$ cat src/include/ahb_watch_settings.svh
// AHB watch hub settings
`ifndef AHB_WATCH_SETTINGS_SVH
`define AHB_WATCH_SETTINGS_SVH

// bus widths
`define AHB_ADDR_WIDTH 32
`define AHB_DATA_WIDTH 32

// number of bus ports watched in parallel
`define NUM_PORTS 2

// width of the per-port transfer and error counters
`define COUNT_WIDTH 16

// consecutive data-phase wait cycles that raise the stall flag
`define HREADY_WARN_WAIT_CNT 16

// simulation-control window
`define SIM_CTRL_BASE 32'h0008_0000

// finish code reported as a passing run
`define SIM_PASS_CODE 8'h5A

// harts that have to report done before the run ends
`define RUN_HART_NUM 2

`endif

$ cat src/hdl/ahb_watch_pkg.sv
// AHB watch hub types
`include "ahb_watch_settings.svh"

package ahb_watch_pkg;

	typedef logic [`AHB_ADDR_WIDTH-1:0] haddr_t;
	typedef logic [`AHB_DATA_WIDTH-1:0] hdata_t;
	typedef logic [`COUNT_WIDTH-1:0]    count_t;
	typedef logic [2:0]                 hsize_t;   // log2 of the transfer size in bytes
	typedef logic [`RUN_HART_NUM-1:0]   hart_mask_t;

	typedef enum logic [1:0] {
		IDLE   = 2'b00,
		BUSY   = 2'b01,
		NONSEQ = 2'b10,
		SEQ    = 2'b11
	} htrans_t;

	// only the two AHB-Lite responses are modelled
	typedef enum logic {
		OKAY  = 1'b0,
		ERROR = 1'b1
	} hresp_t;

	// true when the address sits on a boundary of its transfer size
	function automatic logic addr_aligned(haddr_t addr, hsize_t size);
		haddr_t mask;
		mask = (haddr_t'(1) << size) - haddr_t'(1);
		return (addr & mask) == '0;
	endfunction

endpackage

$ cat src/hdl/ahb_port_monitor.sv
// AHB per-port monitor
`timescale 1ns/1ps
`include "ahb_watch_settings.svh"

module ahb_port_monitor import ahb_watch_pkg::*; (
	input  logic   hclk,
	input  logic   rst_n,
	input  logic   addr_accept,
	input  haddr_t s_haddr,
	input  logic   s_hwrite,
	input  hsize_t s_hsize,
	input  hdata_t s_hwdata,
	input  logic   s_hready,
	input  hresp_t s_hresp,
	output count_t xfer_count,
	output count_t err_count,
	output logic   stall,
	output logic   wr_strobe,
	output haddr_t wr_addr,
	output hdata_t wr_data
);

	localparam int WAIT_LIMIT = `HREADY_WARN_WAIT_CNT;
	localparam int WAIT_W     = $clog2(WAIT_LIMIT + 1);

	logic              dp_active;
	logic              dp_write;
	haddr_t            dp_addr;
	logic [WAIT_W-1:0] wait_cnt;
	logic              complete;
	logic              waiting;

	assign complete = dp_active && s_hready;
	assign waiting  = dp_active && !s_hready;

	// a new address phase may be accepted in the same cycle the old data phase ends
	always_ff @(posedge hclk) begin
		if (!rst_n) begin
			dp_active <= 1'b0;
		end else if (addr_accept) begin
			dp_active <= 1'b1;
		end else if (complete) begin
			dp_active <= 1'b0;
		end
	end

	always_ff @(posedge hclk) begin
		if (addr_accept) begin
			dp_addr  <= s_haddr;
			dp_write <= s_hwrite;
		end
	end

	always_ff @(posedge hclk) begin
		if (!rst_n) begin
			xfer_count <= '0;
			err_count  <= '0;
			wr_strobe  <= 1'b0;
		end else begin
			wr_strobe <= complete && dp_write;
			if (complete && xfer_count != '1) begin
				xfer_count <= xfer_count + count_t'(1); // saturates instead of wrapping
			end
			if (complete && s_hresp == ERROR && err_count != '1) begin
				err_count <= err_count + count_t'(1);
			end
		end
	end

	always_ff @(posedge hclk) begin
		if (complete) begin
			wr_addr <= dp_addr;
			wr_data <= s_hwdata;
		end
	end

	// stall watchdog
	always_ff @(posedge hclk) begin
		if (!rst_n) begin
			wait_cnt <= '0;
			stall    <= 1'b0;
		end else begin
			if (!waiting) begin
				wait_cnt <= '0;
			end else if (wait_cnt != WAIT_W'(WAIT_LIMIT)) begin
				wait_cnt <= wait_cnt + WAIT_W'(1);
			end
			if (waiting && wait_cnt == WAIT_W'(WAIT_LIMIT - 1)) begin
				stall <= 1'b1; // sticky until reset
			end
		end
	end

	a_addr_aligned: assert property (@(posedge hclk) disable iff (!rst_n)
		addr_accept |-> addr_aligned(s_haddr, s_hsize))
		else $error("misaligned address %h for hsize %0d", s_haddr, s_hsize);

	a_err_in_data_phase: assert property (@(posedge hclk) disable iff (!rst_n)
		s_hresp == ERROR |-> dp_active)
		else $error("ERROR response outside a data phase");

	// counters only move upwards once reset is released
	a_count_monotonic: assert property (@(posedge hclk) disable iff (!rst_n)
		$past(rst_n) |-> xfer_count >= $past(xfer_count) && err_count >= $past(err_count))
		else $error("statistic counter went backwards");

endmodule

$ cat src/hdl/ahb_sim_control.sv
// Simulation control registers
`timescale 1ns/1ps
`include "ahb_watch_settings.svh"

module ahb_sim_control import ahb_watch_pkg::*; (
	input  logic       hclk,
	input  logic       rst_n,
	input  logic       wr_strobe [`NUM_PORTS],
	input  haddr_t     wr_addr   [`NUM_PORTS],
	input  hdata_t     wr_data   [`NUM_PORTS],
	output logic       sim_done,
	output logic       sim_pass,
	output logic [7:0] sim_code,
	output hart_mask_t harts_done
);

	localparam haddr_t FINISH_ADDR = haddr_t'(`SIM_CTRL_BASE);
	localparam haddr_t HART_ADDR   = FINISH_ADDR + haddr_t'(4);

	logic       fin_hit;
	logic [7:0] fin_code;
	hart_mask_t hart_set;
	hart_mask_t hart_next;

	always_comb begin
		fin_hit  = 1'b0;
		fin_code = '0;
		hart_set = '0;
		for (int i = `NUM_PORTS - 1; i >= 0; i--) begin // walk downwards so the lowest port wins
			if (wr_strobe[i] && wr_addr[i] == FINISH_ADDR) begin
				fin_hit  = 1'b1;
				fin_code = wr_data[i][7:0];
			end
			if (wr_strobe[i] && wr_addr[i] == HART_ADDR) begin
				hart_set = hart_set | wr_data[i][`RUN_HART_NUM-1:0];
			end
		end
	end

	assign hart_next = harts_done | hart_set;

	// a finish write outranks the hart-done path in the same cycle
	always_ff @(posedge hclk) begin
		if (!rst_n) begin
			sim_done   <= 1'b0;
			sim_pass   <= 1'b0;
			sim_code   <= '0;
			harts_done <= '0;
		end else if (!sim_done) begin
			harts_done <= hart_next;
			if (fin_hit) begin
				sim_done <= 1'b1;
				sim_pass <= fin_code == `SIM_PASS_CODE;
				sim_code <= fin_code;
			end else if (&hart_next) begin
				sim_done <= 1'b1; // every hart has reported
				sim_pass <= 1'b1;
				sim_code <= `SIM_PASS_CODE;
			end
		end
	end

	a_done_sticky: assert property (@(posedge hclk) disable iff (!rst_n)
		sim_done |=> sim_done)
		else $error("sim_done dropped without a reset");

endmodule

$ cat src/hdl/ahb_tap_sampler.sv
// AHB bus tap register stage
`timescale 1ns/1ps
`include "ahb_watch_settings.svh"

module ahb_tap_sampler import ahb_watch_pkg::*; (
	input  logic    hclk,
	input  logic    rst_n,
	input  haddr_t  haddr       [`NUM_PORTS],
	input  htrans_t htrans      [`NUM_PORTS],
	input  logic    hwrite      [`NUM_PORTS],
	input  hsize_t  hsize       [`NUM_PORTS],
	input  hdata_t  hwdata      [`NUM_PORTS],
	input  logic    hready      [`NUM_PORTS],
	input  hresp_t  hresp       [`NUM_PORTS],
	output logic    addr_accept [`NUM_PORTS],
	output haddr_t  s_haddr     [`NUM_PORTS],
	output logic    s_hwrite    [`NUM_PORTS],
	output hsize_t  s_hsize     [`NUM_PORTS],
	output hdata_t  s_hwdata    [`NUM_PORTS],
	output logic    s_hready    [`NUM_PORTS],
	output hresp_t  s_hresp     [`NUM_PORTS]
);

	htrans_t s_htrans [`NUM_PORTS];

	// bus handshake signals come out of reset in the idle, ready state
	always_ff @(posedge hclk) begin
		if (!rst_n) begin
			for (int i = 0; i < `NUM_PORTS; i++) begin
				s_htrans[i] <= IDLE;
				s_hready[i] <= 1'b1;
				s_hresp[i]  <= OKAY;
			end
		end else begin
			s_htrans <= htrans;
			s_hready <= hready;
			s_hresp  <= hresp;
		end
	end

	always_ff @(posedge hclk) begin
		s_haddr  <= haddr;
		s_hwrite <= hwrite;
		s_hsize  <= hsize;
		s_hwdata <= hwdata;
	end

	always_comb begin
		for (int i = 0; i < `NUM_PORTS; i++) begin
			addr_accept[i] = (s_htrans[i] == NONSEQ || s_htrans[i] == SEQ)
				&& s_hready[i]; // busy and idle carry no transfer
		end
	end

endmodule

$ cat src/hdl/ahb_watch_top.sv
// AHB watch hub top level
`timescale 1ns/1ps
`include "ahb_watch_settings.svh"

module ahb_watch_top import ahb_watch_pkg::*; (
	input  logic       hclk,
	input  logic       rst_n,
	input  haddr_t     haddr      [`NUM_PORTS],
	input  htrans_t    htrans     [`NUM_PORTS],
	input  logic       hwrite     [`NUM_PORTS],
	input  hsize_t     hsize      [`NUM_PORTS],
	input  hdata_t     hwdata     [`NUM_PORTS],
	input  logic       hready     [`NUM_PORTS],
	input  hresp_t     hresp      [`NUM_PORTS],
	output count_t     xfer_count [`NUM_PORTS],
	output count_t     err_count  [`NUM_PORTS],
	output logic       stall      [`NUM_PORTS],
	output logic       sim_done,
	output logic       sim_pass,
	output logic [7:0] sim_code,
	output hart_mask_t harts_done
);

	logic   addr_accept [`NUM_PORTS];
	haddr_t s_haddr     [`NUM_PORTS];
	logic   s_hwrite    [`NUM_PORTS];
	hsize_t s_hsize     [`NUM_PORTS];
	hdata_t s_hwdata    [`NUM_PORTS];
	logic   s_hready    [`NUM_PORTS];
	hresp_t s_hresp     [`NUM_PORTS];
	logic   wr_strobe   [`NUM_PORTS];
	haddr_t wr_addr     [`NUM_PORTS];
	hdata_t wr_data     [`NUM_PORTS];

	ahb_tap_sampler ahb_tap_sampler (
		.hclk       (hclk       ),
		.rst_n      (rst_n      ),
		.haddr      (haddr      ),
		.htrans     (htrans     ),
		.hwrite     (hwrite     ),
		.hsize      (hsize      ),
		.hwdata     (hwdata     ),
		.hready     (hready     ),
		.hresp      (hresp      ),
		.addr_accept(addr_accept),
		.s_haddr    (s_haddr    ),
		.s_hwrite   (s_hwrite   ),
		.s_hsize    (s_hsize    ),
		.s_hwdata   (s_hwdata   ),
		.s_hready   (s_hready   ),
		.s_hresp    (s_hresp    )
	);

	for (genvar i = 0; i < `NUM_PORTS; i++) begin : g_port
		ahb_port_monitor ahb_port_monitor (
			.hclk       (hclk          ),
			.rst_n      (rst_n         ),
			.addr_accept(addr_accept[i]),
			.s_haddr    (s_haddr[i]    ),
			.s_hwrite   (s_hwrite[i]   ),
			.s_hsize    (s_hsize[i]    ),
			.s_hwdata   (s_hwdata[i]   ),
			.s_hready   (s_hready[i]   ),
			.s_hresp    (s_hresp[i]    ),
			.xfer_count (xfer_count[i] ),
			.err_count  (err_count[i]  ),
			.stall      (stall[i]      ),
			.wr_strobe  (wr_strobe[i]  ),
			.wr_addr    (wr_addr[i]    ),
			.wr_data    (wr_data[i]    )
		);
	end

	ahb_sim_control ahb_sim_control (
		.hclk      (hclk      ),
		.rst_n     (rst_n     ),
		.wr_strobe (wr_strobe ),
		.wr_addr   (wr_addr   ),
		.wr_data   (wr_data   ),
		.sim_done  (sim_done  ),
		.sim_pass  (sim_pass  ),
		.sim_code  (sim_code  ),
		.harts_done(harts_done)
	);

endmodule

$ cat config.mk
export PLATFORM = sky130hd
export DESIGN_NAME = ahb_watch_top
export DESIGN_NICKNAME = d
export VERILOG_FILES = /design/src/hdl/ahb_watch_pkg.sv /design/src/hdl/ahb_port_monitor.sv /design/src/hdl/ahb_sim_control.sv /design/src/hdl/ahb_tap_sampler.sv /design/src/hdl/ahb_watch_top.sv
export VERILOG_INCLUDE_DIRS = /design/src /design/src/include
export SDC_FILE = /design/constraint.sdc
export NUM_CORES = 1
export LEC_CHECK = 0
export BUFFER_PORTS_ARGS = -buffer_cell sky130_fd_sc_hd__buf_2
export CORE_MARGIN = 4
export CORE_UTILIZATION = 45
export DETAILED_ROUTE_END_ITERATION = 6
export GPL_TIMING_DRIVEN = 0
export PLACE_DENSITY_LB_ADDON = 0.2
export SYNTH_ARGS = -nofsm -noshare
export SYNTH_HDL_FRONTEND = slang
export SYNTH_HIERARCHICAL = 1
export SYNTH_SLANG_ARGS = --single-unit
export TNS_END_PERCENT = 100
$ cat constraint.sdc
create_clock -name hclk -period 6.66 [get_ports hclk]
set_input_delay 0.666 -clock hclk [delete_from_list [all_inputs] [get_ports hclk]]
set_output_delay 0.666 -clock hclk [all_outputs]
set_load 0.005 [all_outputs]
==> impl_metrics.csv, run 1 <==
group,metric,value,unit
grt,antenna_found_initial,0,
die,pin_count,224,
worst_setup_path,worst-path-stages,7,
worst_setup_path,worst_r2r_startpoint,"g_port[1].ahb_port_monitor/wr_addr[20]",
run,max_cap_violations,0,
worst_setup_path,rr_worst_depth,7,
yosys,syn-num-nets,979,
die,fp.dieW,165.8,um
drt,drtIter0Drc,564,
die,rows,57,
yosys,syn_area_per_cell,13.62,sq um
worst_setup_path,startpoint_type,"flop",
worst_setup_path,cp_data_arrival_time,2.73,ns
clock_network,numCtsBuffers,34,
timing,tightest_slew,0.8915,ns
clock_network,postCtsSetupBuffers,0,
power_and_ir_drop,p_leak,5.160,nW
hold_path,hold_path_class,"in2reg",
worst_setup_path,crit_path_end_kind,"flop",
timing,max_freq,431.4,MHz
drt,dr.pass1.iters,7,
timing,hold_violations,0,
worst_setup_path,crit_type,"reg2reg",
clock_network,clock-sinks,326,
worst_setup_path,cp.required,7.07,ns
placement,pre_cts_ws,4.285,ns
timing,fin_ws,4.342,ns
die,die_height,165.8,um
layout,drive_above_1_share,0.2550,
timing,skew,0.02286,ns
die,core_area,24390,sq um
grt,grt_pass1_wl,35080,um
power_and_ir_drop,seq_power_share,0.528,
grt,grt_pass1_vias,6804,
clock_network,postCtsHoldBufs,0,
power_and_ir_drop,clkPwrFrac,0.455,
timing,finalCritPeriodShare,0.3480,
worst_setup_path,cp-startpoint,"g_port[1].ahb_port_monitor/wr_addr[20]",
worst_setup_path,critPathCapture,"ahb_sim_control/sim_code[3]",
layout,syn2layout_area_growth,21.33,%
drt,finalWirelength,21420,um
placement,hpwl,14740,um
worst_setup_path,r2r_slack,4.34,ns
drt,num_vias,7087,
layout,seqCellArea,7988,sq um
drt,post_drt_wl_per_cell,15.57,um
outcome,status,"complete, no violations",
timing,slew_viol_final,0,
layout,fin_nets,1182,
worst_setup_path,path_cells,"nor4_1 -> and4_1 -> nand3b_1 -> nor2b_1 -> buf_2 -> a21o_1 -> a221oi_1",
clock_network,cts_tree,"done",
clock_network,cts_htree_levels,2,
worst_setup_path,worstReg2RegEnd,"ahb_sim_control/sim_code[3]",
drt,via_per_inst,5.150,
power_and_ir_drop,p_switching,801.8,uW
placement,io_buffers,167,
timing,rsz0062_at_grt,"false",
worst_setup_path,crit_family,"simple AND/OR/NAND/NOR gates",
layout,final_common_cell,"dfxtp_1",
timing,tns,0,ns
clock_network,cts_resized,0,
die,die_area,27500,sq um
worst_setup_path,cpPeakStageDelay,0.39,ns
worst_setup_path,critical_path.max_fanout,7,
drt,antenna_left,0,
yosys,syn_area,11210,sq um
timing,fin_hold_ws,0.2566,ns
power_and_ir_drop,internal-power,3.335,mW
grt,grt_start_max_net_pins,44,
die,start_util,0.4596,
layout,layout_common_cells,"dfxtp_1 (180), buf_2 (173), edfxtp_1 (146)",
grt,grt-ovfl-total,0,
clock_network,ctsLongestPathBuffers,3,
power_and_ir_drop,p_sw_frac,0.1938,
layout,multi_input_area,2933,sq um
worst_setup_path,critical_path_buf_inv_count,1,
grt,grt.total_usage,0.1534,
timing,max_slew_margin,0.4048,
power_and_ir_drop,power_density,304.2,nW/um^2
timing,period_minus_slack,2.318,ns
power_and_ir_drop,pwr-share-comb,0.017,
power_and_ir_drop,ir_worst_vdd,0.0002248,V
clock_network,root_buffer,"clkbuf_16",
layout,fillers,2102,
clock_network,clk_pin_slew,0.06,ns
worst_setup_path,cp_slowest_cell,"nor4_1",
yosys,synthCells,823,
placement,routabilityCongestion,0.8884,
timing,finalSetupViolCount,0,
yosys,ys_warn_count,6,
clock_network,insertion_delay,0.50,ns
drt,drc,0,
[how the worst min path moves through the flow]
stage,start,endpoint,slack (ns),depth (start not counted)
3_5_place_dp,ahb_tap_sampler/s_haddr[7],g_port[1].ahb_port_monitor/dp_addr[7],0.39,0
2_1_floorplan,ahb_tap_sampler/s_haddr[32],g_port[0].ahb_port_monitor/dp_addr[0],0.39,0
3_3_place_gp,ahb_tap_sampler/s_haddr[14],g_port[1].ahb_port_monitor/dp_addr[14],0.39,0
6_report,haddr[60],ahb_tap_sampler/s_haddr[60],0.26,1
4_1_cts,haddr[60],ahb_tap_sampler/s_haddr[60],0.23,1
5_1_grt,haddr[44],ahb_tap_sampler/s_haddr[44],0.23,1
[through the flow]
step                      area [sq um]  total power, mW    util  std cells
final                            13600            4.137  0.5576       1376
after global routing             13600            4.298  0.5575       1375
after CTS                        13600            4.198  0.5575       1375
after detailed placement         12450            2.300  0.5105       1314
after global placement           12450            2.296  0.5105       1314
after floorplan                  11210            2.251       -        823
[routing by layer]
metal,global-route usage,up-vias,share of wire
li1,-,3540,-
met1,0.2033,3316,0.45
met2,0.2479,190,0.46
met3,0.03642,41,0.062
met4,0.05631,0,0.028
met5,0,-,0
[power by group through the flow]
| stage | combinational, mW | sequential [mW] | clock [mW] |
|---|---|---|---|
| after floorplan | 0.0289 | 2.22 | 0 |
| after global placement | 0.0688 | 2.23 | 0 |
| after detailed placement | 0.0698 | 2.23 | 0 |
| after CTS | 0.0701 | 2.19 | 1.94 |
| after global routing | 0.0774 | 2.19 | 2.03 |
| final | 0.0683 | 2.19 | 1.88 |
[cell type report]
type | count | share of cell area
Clock inverter | 15 | 0.01306
Inverter | 32 | 0.008832
Clock buffer | 46 | 0.07111
Antenna cell | 1 | 0.0001840
Buffer | 25 | 0.01260
Tap cell | 324 | 0.02981
Sequential cell | 326 | 0.5873
Multi-Input combinational cell | 440 | 0.2156
Timing Repair Buffer | 167 | 0.06145
[worst register-to-register path, cell delays in order (launching register included)]
cell and delay, ns:
edfxtp_1 0.36, nor4_1 0.39, and4_1 0.36, nand3b_1 0.23, nor2b_1 0.19, buf_2 0.17, a21o_1 0.24, a221oi_1 0.28
[sequential cells by signal (all words and copies together), names as in the netlist, 8 cells and up]
signal	cells
g_port.ahb_port_monitor/wr_data	16
ahb_tap_sampler/s_hwdata	16
g_port.ahb_port_monitor/wait_cnt	10
g_port.ahb_port_monitor/xfer_count	32
ahb_tap_sampler/s_haddr	64
g_port.ahb_port_monitor/dp_addr	64
g_port.ahb_port_monitor/wr_addr	64
ahb_sim_control/sim_code	8
g_port.ahb_port_monitor/err_count	32
Note: power is estimated with default switching activity, not from simulation.
==> run 2: changes to the inputs <==
==> constraint.sdc (replaced) <==
create_clock -name hclk -period 2.29 [get_ports hclk]
set_input_delay 0.229 -clock hclk [delete_from_list [all_inputs] [get_ports hclk]]
set_output_delay 0.229 -clock hclk [all_outputs]
set_load 0.005 [all_outputs]
==> impl_metrics.csv, run 2 (same netlist as run 1, synthesis figures left out) <==
group,metric,value,unit
worst_setup_path,worst_r2r_startpoint,"g_port[1].ahb_port_monitor/wr_addr[4]",
power_and_ir_drop,p_sw_frac,0.1953,
grt,antenna_found_initial,0,
power_and_ir_drop,p_switching,2.378,mW
timing,slew_viol_final,0,
layout,fin_nets,1275,
grt,grt_pass1_wl,37190,um
worst_setup_path,cp_slowest_cell,"edfxtp_1",
worst_setup_path,cpPeakStageDelay,0.42,ns
clock_network,cts_tree,"done",
layout,final_common_cell,"dfxtp_1",
run,max_cap_violations,0,
worst_setup_path,critical_path.max_fanout,7,
worst_setup_path,cp.required,2.70,ns
timing,max_freq,457.5,MHz
die,die_height,165.8,um
worst_setup_path,crit_path_end_kind,"flop",
clock_network,ctsLongestPathBuffers,3,
die,pin_count,224,
grt,grt_start_max_net_pins,44,
hold_path,hold_path_class,"in2reg",
die,start_util,0.4596,
power_and_ir_drop,seq_power_share,0.522,
clock_network,insertion_delay,0.51,ns
power_and_ir_drop,power_density,832.5,nW/um^2
grt,grt-ovfl-total,0,
worst_setup_path,rr_worst_depth,7,
clock_network,root_buffer,"clkbuf_16",
drt,drtIter0Drc,639,
timing,finalCritPeriodShare,0.9544,
placement,io_buffers,167,
timing,hold_violations,0,
worst_setup_path,startpoint_type,"flop",
layout,drive_above_1_share,0.2448,
timing,period_minus_slack,2.186,ns
die,fp.dieW,165.8,um
grt,grt.total_usage,0.1619,
worst_setup_path,worstReg2RegEnd,"ahb_sim_control/sim_code[4]",
clock_network,clk_pin_slew,0.06,ns
layout,num_antenna_cells,0,
power_and_ir_drop,pwr-share-comb,0.027,
worst_setup_path,crit_type,"reg2reg",
die,die_area,27500,sq um
power_and_ir_drop,clkPwrFrac,0.451,
placement,placed_cell_area,12450,sq um
clock_network,clock-sinks,326,
hold_path,hold_end,"ahb_tap_sampler/s_hready[1]",
layout,fin_cells,1468,
drt,finalWirelength,22540,um
clock_network,numCtsBuffers,34,
outcome,status,"complete, no violations",
hold_path,hold_path_depth,2,
hold_path,min_from,"rst_n",
die,core_area,24390,sq um
timing,max_slew_margin,0.3932,
die,rows,57,
drt,post_drt_wl_per_cell,15.36,um
layout,top_regs,"ahb_tap_sampler/s_haddr (64), g_port.ahb_port_monitor/dp_addr (64), g_port.ahb_port_monitor/wr_addr (64)",
drt,antenna_left,0,
drt,num_vias,7448,
layout,fillers,1959,
drt,drc,0,
layout,layout_common_cells,"dfxtp_1 (180), buf_2 (173), edfxtp_1 (146)",
worst_setup_path,path_cells,"nor4_4 -> and4_4 -> nand3b_1 -> nor2b_1 -> buf_2 -> a21o_1 -> a221oi_1",
placement,hpwl,14740,um
worst_setup_path,r2r_slack,0.10,ns
worst_setup_path,cp_data_arrival_time,2.59,ns
placement,routabilityCongestion,0.8884,
grt,grt_pass1_vias,7232,
layout,final_cell_area,14630,sq um
layout,syn2layout_area_growth,30.51,%
timing,finalSetupViolCount,0,
clock_network,cts_htree_levels,2,
power_and_ir_drop,p_leak,5.587,nW
power_and_ir_drop,internal-power,9.801,mW
timing,tns,0,ns
power_and_ir_drop,ir_worst_vdd,0.0006805,V
drt,via_per_inst,5.074,
timing,tightest_slew,0.9088,ns
timing,rsz0062_at_grt,"true",
drt,dr.pass1.iters,5,
timing,skew,0.02334,ns
placement,dp.cells,1314,
-- run 2: cell type report --
type,count,area [sq um],area share
Timing Repair Buffer,260,1754,0.1199
Inverter,32,120.1,0.008211
Sequential cell,326,7988,0.5460
Clock inverter,15,177.7,0.01215
Tap cell,324,405.4,0.02771
Clock buffer,46,967.2,0.06611
Multi-Input combinational cell,440,3045,0.2082
Buffer,25,171.4,0.01172
-- run 2: layer usage --
metal / part of all wire / track usage / up-vias
met5: 0 / 0 / -
met1: 0.44 / 0.2123 / 3475
met4: 0.027 / 0.05775 / 0
li1: - / - / 3726
met3: 0.059 / 0.03832 / 45
met2: 0.47 / 0.2649 / 202
-- run 2: worst max-delay path: cells and delay by family (launching register included) --
| kind | cells | cell delay, ns |
|---|---|---|
| flip-flops | 1 | 0.42 |
| AND/OR/NAND/NOR | 4 | 0.98 |
| AO/OA/AOI/OAI | 2 | 0.52 |
| buffers and inverters | 1 | 0.16 |
-- run 2: worst max path at each step --
| stage | from | end | slack (ns) | cells after the start |
|---|---|---|---|---|
| after floorplan | g_port[0].ahb_port_monitor/wr_addr[21] | ahb_sim_control/sim_code[1] | 0.39 | 6 |
| after global placement | ahb_tap_sampler/s_hready[0] | g_port[1].ahb_port_monitor/xfer_count[3] | -0.14 | 5 |
| after detailed placement | g_port[1].ahb_port_monitor/wr_addr[4] | ahb_sim_control/sim_code[4] | -0.06 | 7 |
| after CTS | g_port[1].ahb_port_monitor/wr_addr[12] | ahb_sim_control/sim_code[4] | 0.01 | 7 |
| after global routing | g_port[1].ahb_port_monitor/wr_addr[4] | ahb_sim_control/sim_code[4] | -0.03 | 7 |
| final | g_port[1].ahb_port_monitor/wr_addr[4] | ahb_sim_control/sim_code[4] | 0.10 | 7 |
-- run 2: timing repair --
action	CTS	global route
resized for setup	3	15
gates cloned	0	0
endpoints found under the hold margin	88	0
setup buffers	0	5
pin swaps	0	4
setup endpoints to repair	4	8
hold buffers	88	0
-- run 2: stage by stage --
stage                     hold slack, ns  utilization  total power, mW  setup slack (ns)
after global routing              0.1712       0.5998            12.64          -0.02823
after CTS                         0.1395       0.5939            12.33           0.01006
after detailed placement          0.3326       0.5105            6.688          -0.05639
final                             0.1497       0.5998            12.18            0.1043
after floorplan                   0.2567            -            6.547            0.3894
after global placement            0.3312       0.5105            6.678           -0.1358
-- run 2: power by group through the flow --
stage	Sequential, mW	Combinational, mW	Clock, mW
2_1_floorplan	6.46	0.0839	0
3_3_place_gp	6.48	0.200	0
3_5_place_dp	6.48	0.203	0
4_1_cts	6.36	0.321	5.65
5_1_grt	6.38	0.358	5.90
6_report	6.36	0.324	5.49
==> run 3: changes to the inputs <==
--- a/config.mk
+++ b/config.mk
@@ -6,7 +6,9 @@
 export SDC_FILE = /design/constraint.sdc
 export NUM_CORES = 1
 export LEC_CHECK = 0
+export ABC_AREA = 1
 export BUFFER_PORTS_ARGS = -buffer_cell sky130_fd_sc_hd__buf_2
+export CORE_ASPECT_RATIO = 1.5
 export CORE_MARGIN = 4
 export CORE_UTILIZATION = 45
 export DETAILED_ROUTE_END_ITERATION = 6
==> impl_metrics.csv, run 3 <==
group,metric,value,unit
clock_network,postCtsHoldBufs,88,
grt,grt_use_met3,0.02558,
drt,drtIter0Drc,279,
drt,post_drt_wl_per_cell,13.30,um
grt,grt_use_met1,0.1932,
worst_setup_path,rr_worst_depth,12,
worst_setup_path,crit_path_end_kind,"flop",
yosys,ys_warn_count,6,
yosys,synthCells,1164,
timing,rsz0062_at_grt,"false",
timing,finalCritPeriodShare,0.8455,
timing,tns,0,ns
placement,hpwl,16850,um
power_and_ir_drop,ir_worst_vdd,0.0007475,V
drt,num_vias,8415,
layout,num_antenna_cells,0,
placement,routabilityCongestion,0.8949,
run,max_cap_violations,0,
timing,max_freq,516.5,MHz
clock_network,insertion_delay,0.57,ns
worst_setup_path,startpoint_type,"flop",
drt,dr.pass1.iters,4,
worst_setup_path,cp_data_arrival_time,2.39,ns
timing,finalSetupViolCount,0,
clock_network,numCtsBuffers,31,
clock_network,cts_tree,"done",
die,die_area,29350,sq um
layout,final_common_cell,"nand2_1",
yosys,syn_area_per_cell,10.29,sq um
layout,drive_above_1_share,0.2050,
layout,fin_nets,1609,
clock_network,ctsLongestPathBuffers,3,
grt,grt_start_max_net_pins,42,
layout,syn2layout_area_growth,27.01,%
die,start_util,0.4601,
timing,tightest_slew,1.186,ns
drt,via_per_inst,4.647,
drt,antenna_left,0,
clock_network,root_buffer,"clkbuf_16",
timing,period_minus_slack,1.936,ns
grt,grt-ovfl-total,0,
die,core_area,26040,sq um
die,fp.dieW,141.2,um
worst_setup_path,crit_type,"reg2reg",
grt,antenna_found_initial,0,
hold_path,hold_path_class,"in2reg",
grt,grt.total_usage,0.1647,
clock_network,clk_pin_slew,0.07,ns
die,pin_count,224,
grt,grt_busiest_layer,"met2",
worst_setup_path,critical_path.max_fanout,6,
clock_network,cts_htree_levels,1,
clock_network,cts_resized,0,
timing,slew_viol_final,0,
power_and_ir_drop,power_density,788.5,nW/um^2
power_and_ir_drop,p_leak,6.248,nW
layout,layout_common_cells,"nand2_1 (252), nor2_1 (241), dfxtp_1 (180)",
power_and_ir_drop,p_total,12.00,mW
grt,grt_pass1_wl,39990,um
clock_network,postCtsSetupBuffers,0,
worst_setup_path,cp.required,2.75,ns
drt,finalWirelength,24090,um
layout,top_regs,"ahb_tap_sampler/s_haddr (64), g_port.ahb_port_monitor/dp_addr (64), g_port.ahb_port_monitor/wr_addr (64)",
die,die_height,207.8,um
timing,max_slew_margin,0.2086,
timing,skew,0.01510,ns
outcome,status,"complete, no violations",
die,rows,72,
yosys,syn-num-nets,1320,
clock_network,clock-sinks,326,
hold_path,hold_path_depth,3,
drt,drc,0,
grt,grt_pass1_vias,8293,
grt,met2_usage,0.3011,
timing,hold_violations,0,
yosys,syn_area,11980,sq um
placement,io_buffers,167,
[run 3: power by group]
| group | switching [mW] | internal (mW) | total [mW] |
|---|---|---|---|
| clock | 2.20 | 3.07 | 5.27 |
| sequential | 0.0633 | 6.30 | 6.36 |
| combinational | 0.168 | 0.193 | 0.361 |
| total | 2.43 | 9.56 | 12.0 |
[run 3: cell type report]
| class | instances | area (sq um) |
|---|---|---|
| fill | 2213 | 10820 |
| sequential | 326 | 7988 |
| multi-input combinational | 724 | 3505 |
| timing repair buffer | 256 | 1744 |
| clock buffer | 38 | 832.0 |
| tap | 333 | 416.7 |
| inverter | 99 | 376.6 |
| clock inverter | 20 | 242.7 |
| buffer | 15 | 110.1 |
[run 3: worst max-delay path, cell delays in order (launching register included)]
cell      delay (ns)
edfxtp_1        0.37
nor2_1          0.19
nand2_1         0.08
nor2_1          0.12
nand2_1         0.07
nor2_2          0.22
nand3_1         0.11
nand3b_1        0.13
nand2_2         0.09
nand2_2         0.08
nand2_2         0.10
nor3_1          0.20
nor2_1          0.07
[run 3: final timing paths]
kind              slack (ns)                              startpoint                                      to
setup / recovery        0.35  g_port[0].ahb_port_monitor/wr_addr[12]             ahb_sim_control/sim_code[0]
hold / removal          0.04                                   rst_n                ahb_sim_control/sim_done
hold reg to reg         0.40             ahb_tap_sampler/s_haddr[21]  g_port[1].ahb_port_monitor/dp_addr[21]
setup reg to reg        0.35  g_port[0].ahb_port_monitor/wr_addr[12]             ahb_sim_control/sim_code[0]
[run 3: metal layers]
| metal | wire (um) | share of wire |
|---|---|---|
| met4 | 664 | 0.028 |
| met2 | 12710 | 0.53 |
| met1 | 9516 | 0.40 |
| met3 | 1196 | 0.050 |
| met5 | 0 | 0 |
[run 3: per-stage QoR]
| step | util | cell area (sq um) | instances | setup WS, ns | hold slack, ns |
|---|---|---|---|---|---|
| 2_1_floorplan | - | 11980 | 1164 | 0.3656 | 0.2567 |
| 3_3_place_gp | 0.5082 | 13230 | 1664 | -0.1013 | 0.3317 |
| 3_5_place_dp | 0.5082 | 13230 | 1664 | 0.3446 | 0.3326 |
| 4_1_cts | 0.5833 | 15190 | 1810 | 0.3227 | 0.01896 |
| 5_1_grt | 0.5844 | 15210 | 1811 | 0.1253 | 0.03495 |
| 6_report | 0.5844 | 15210 | 1811 | 0.3539 | 0.03610 |
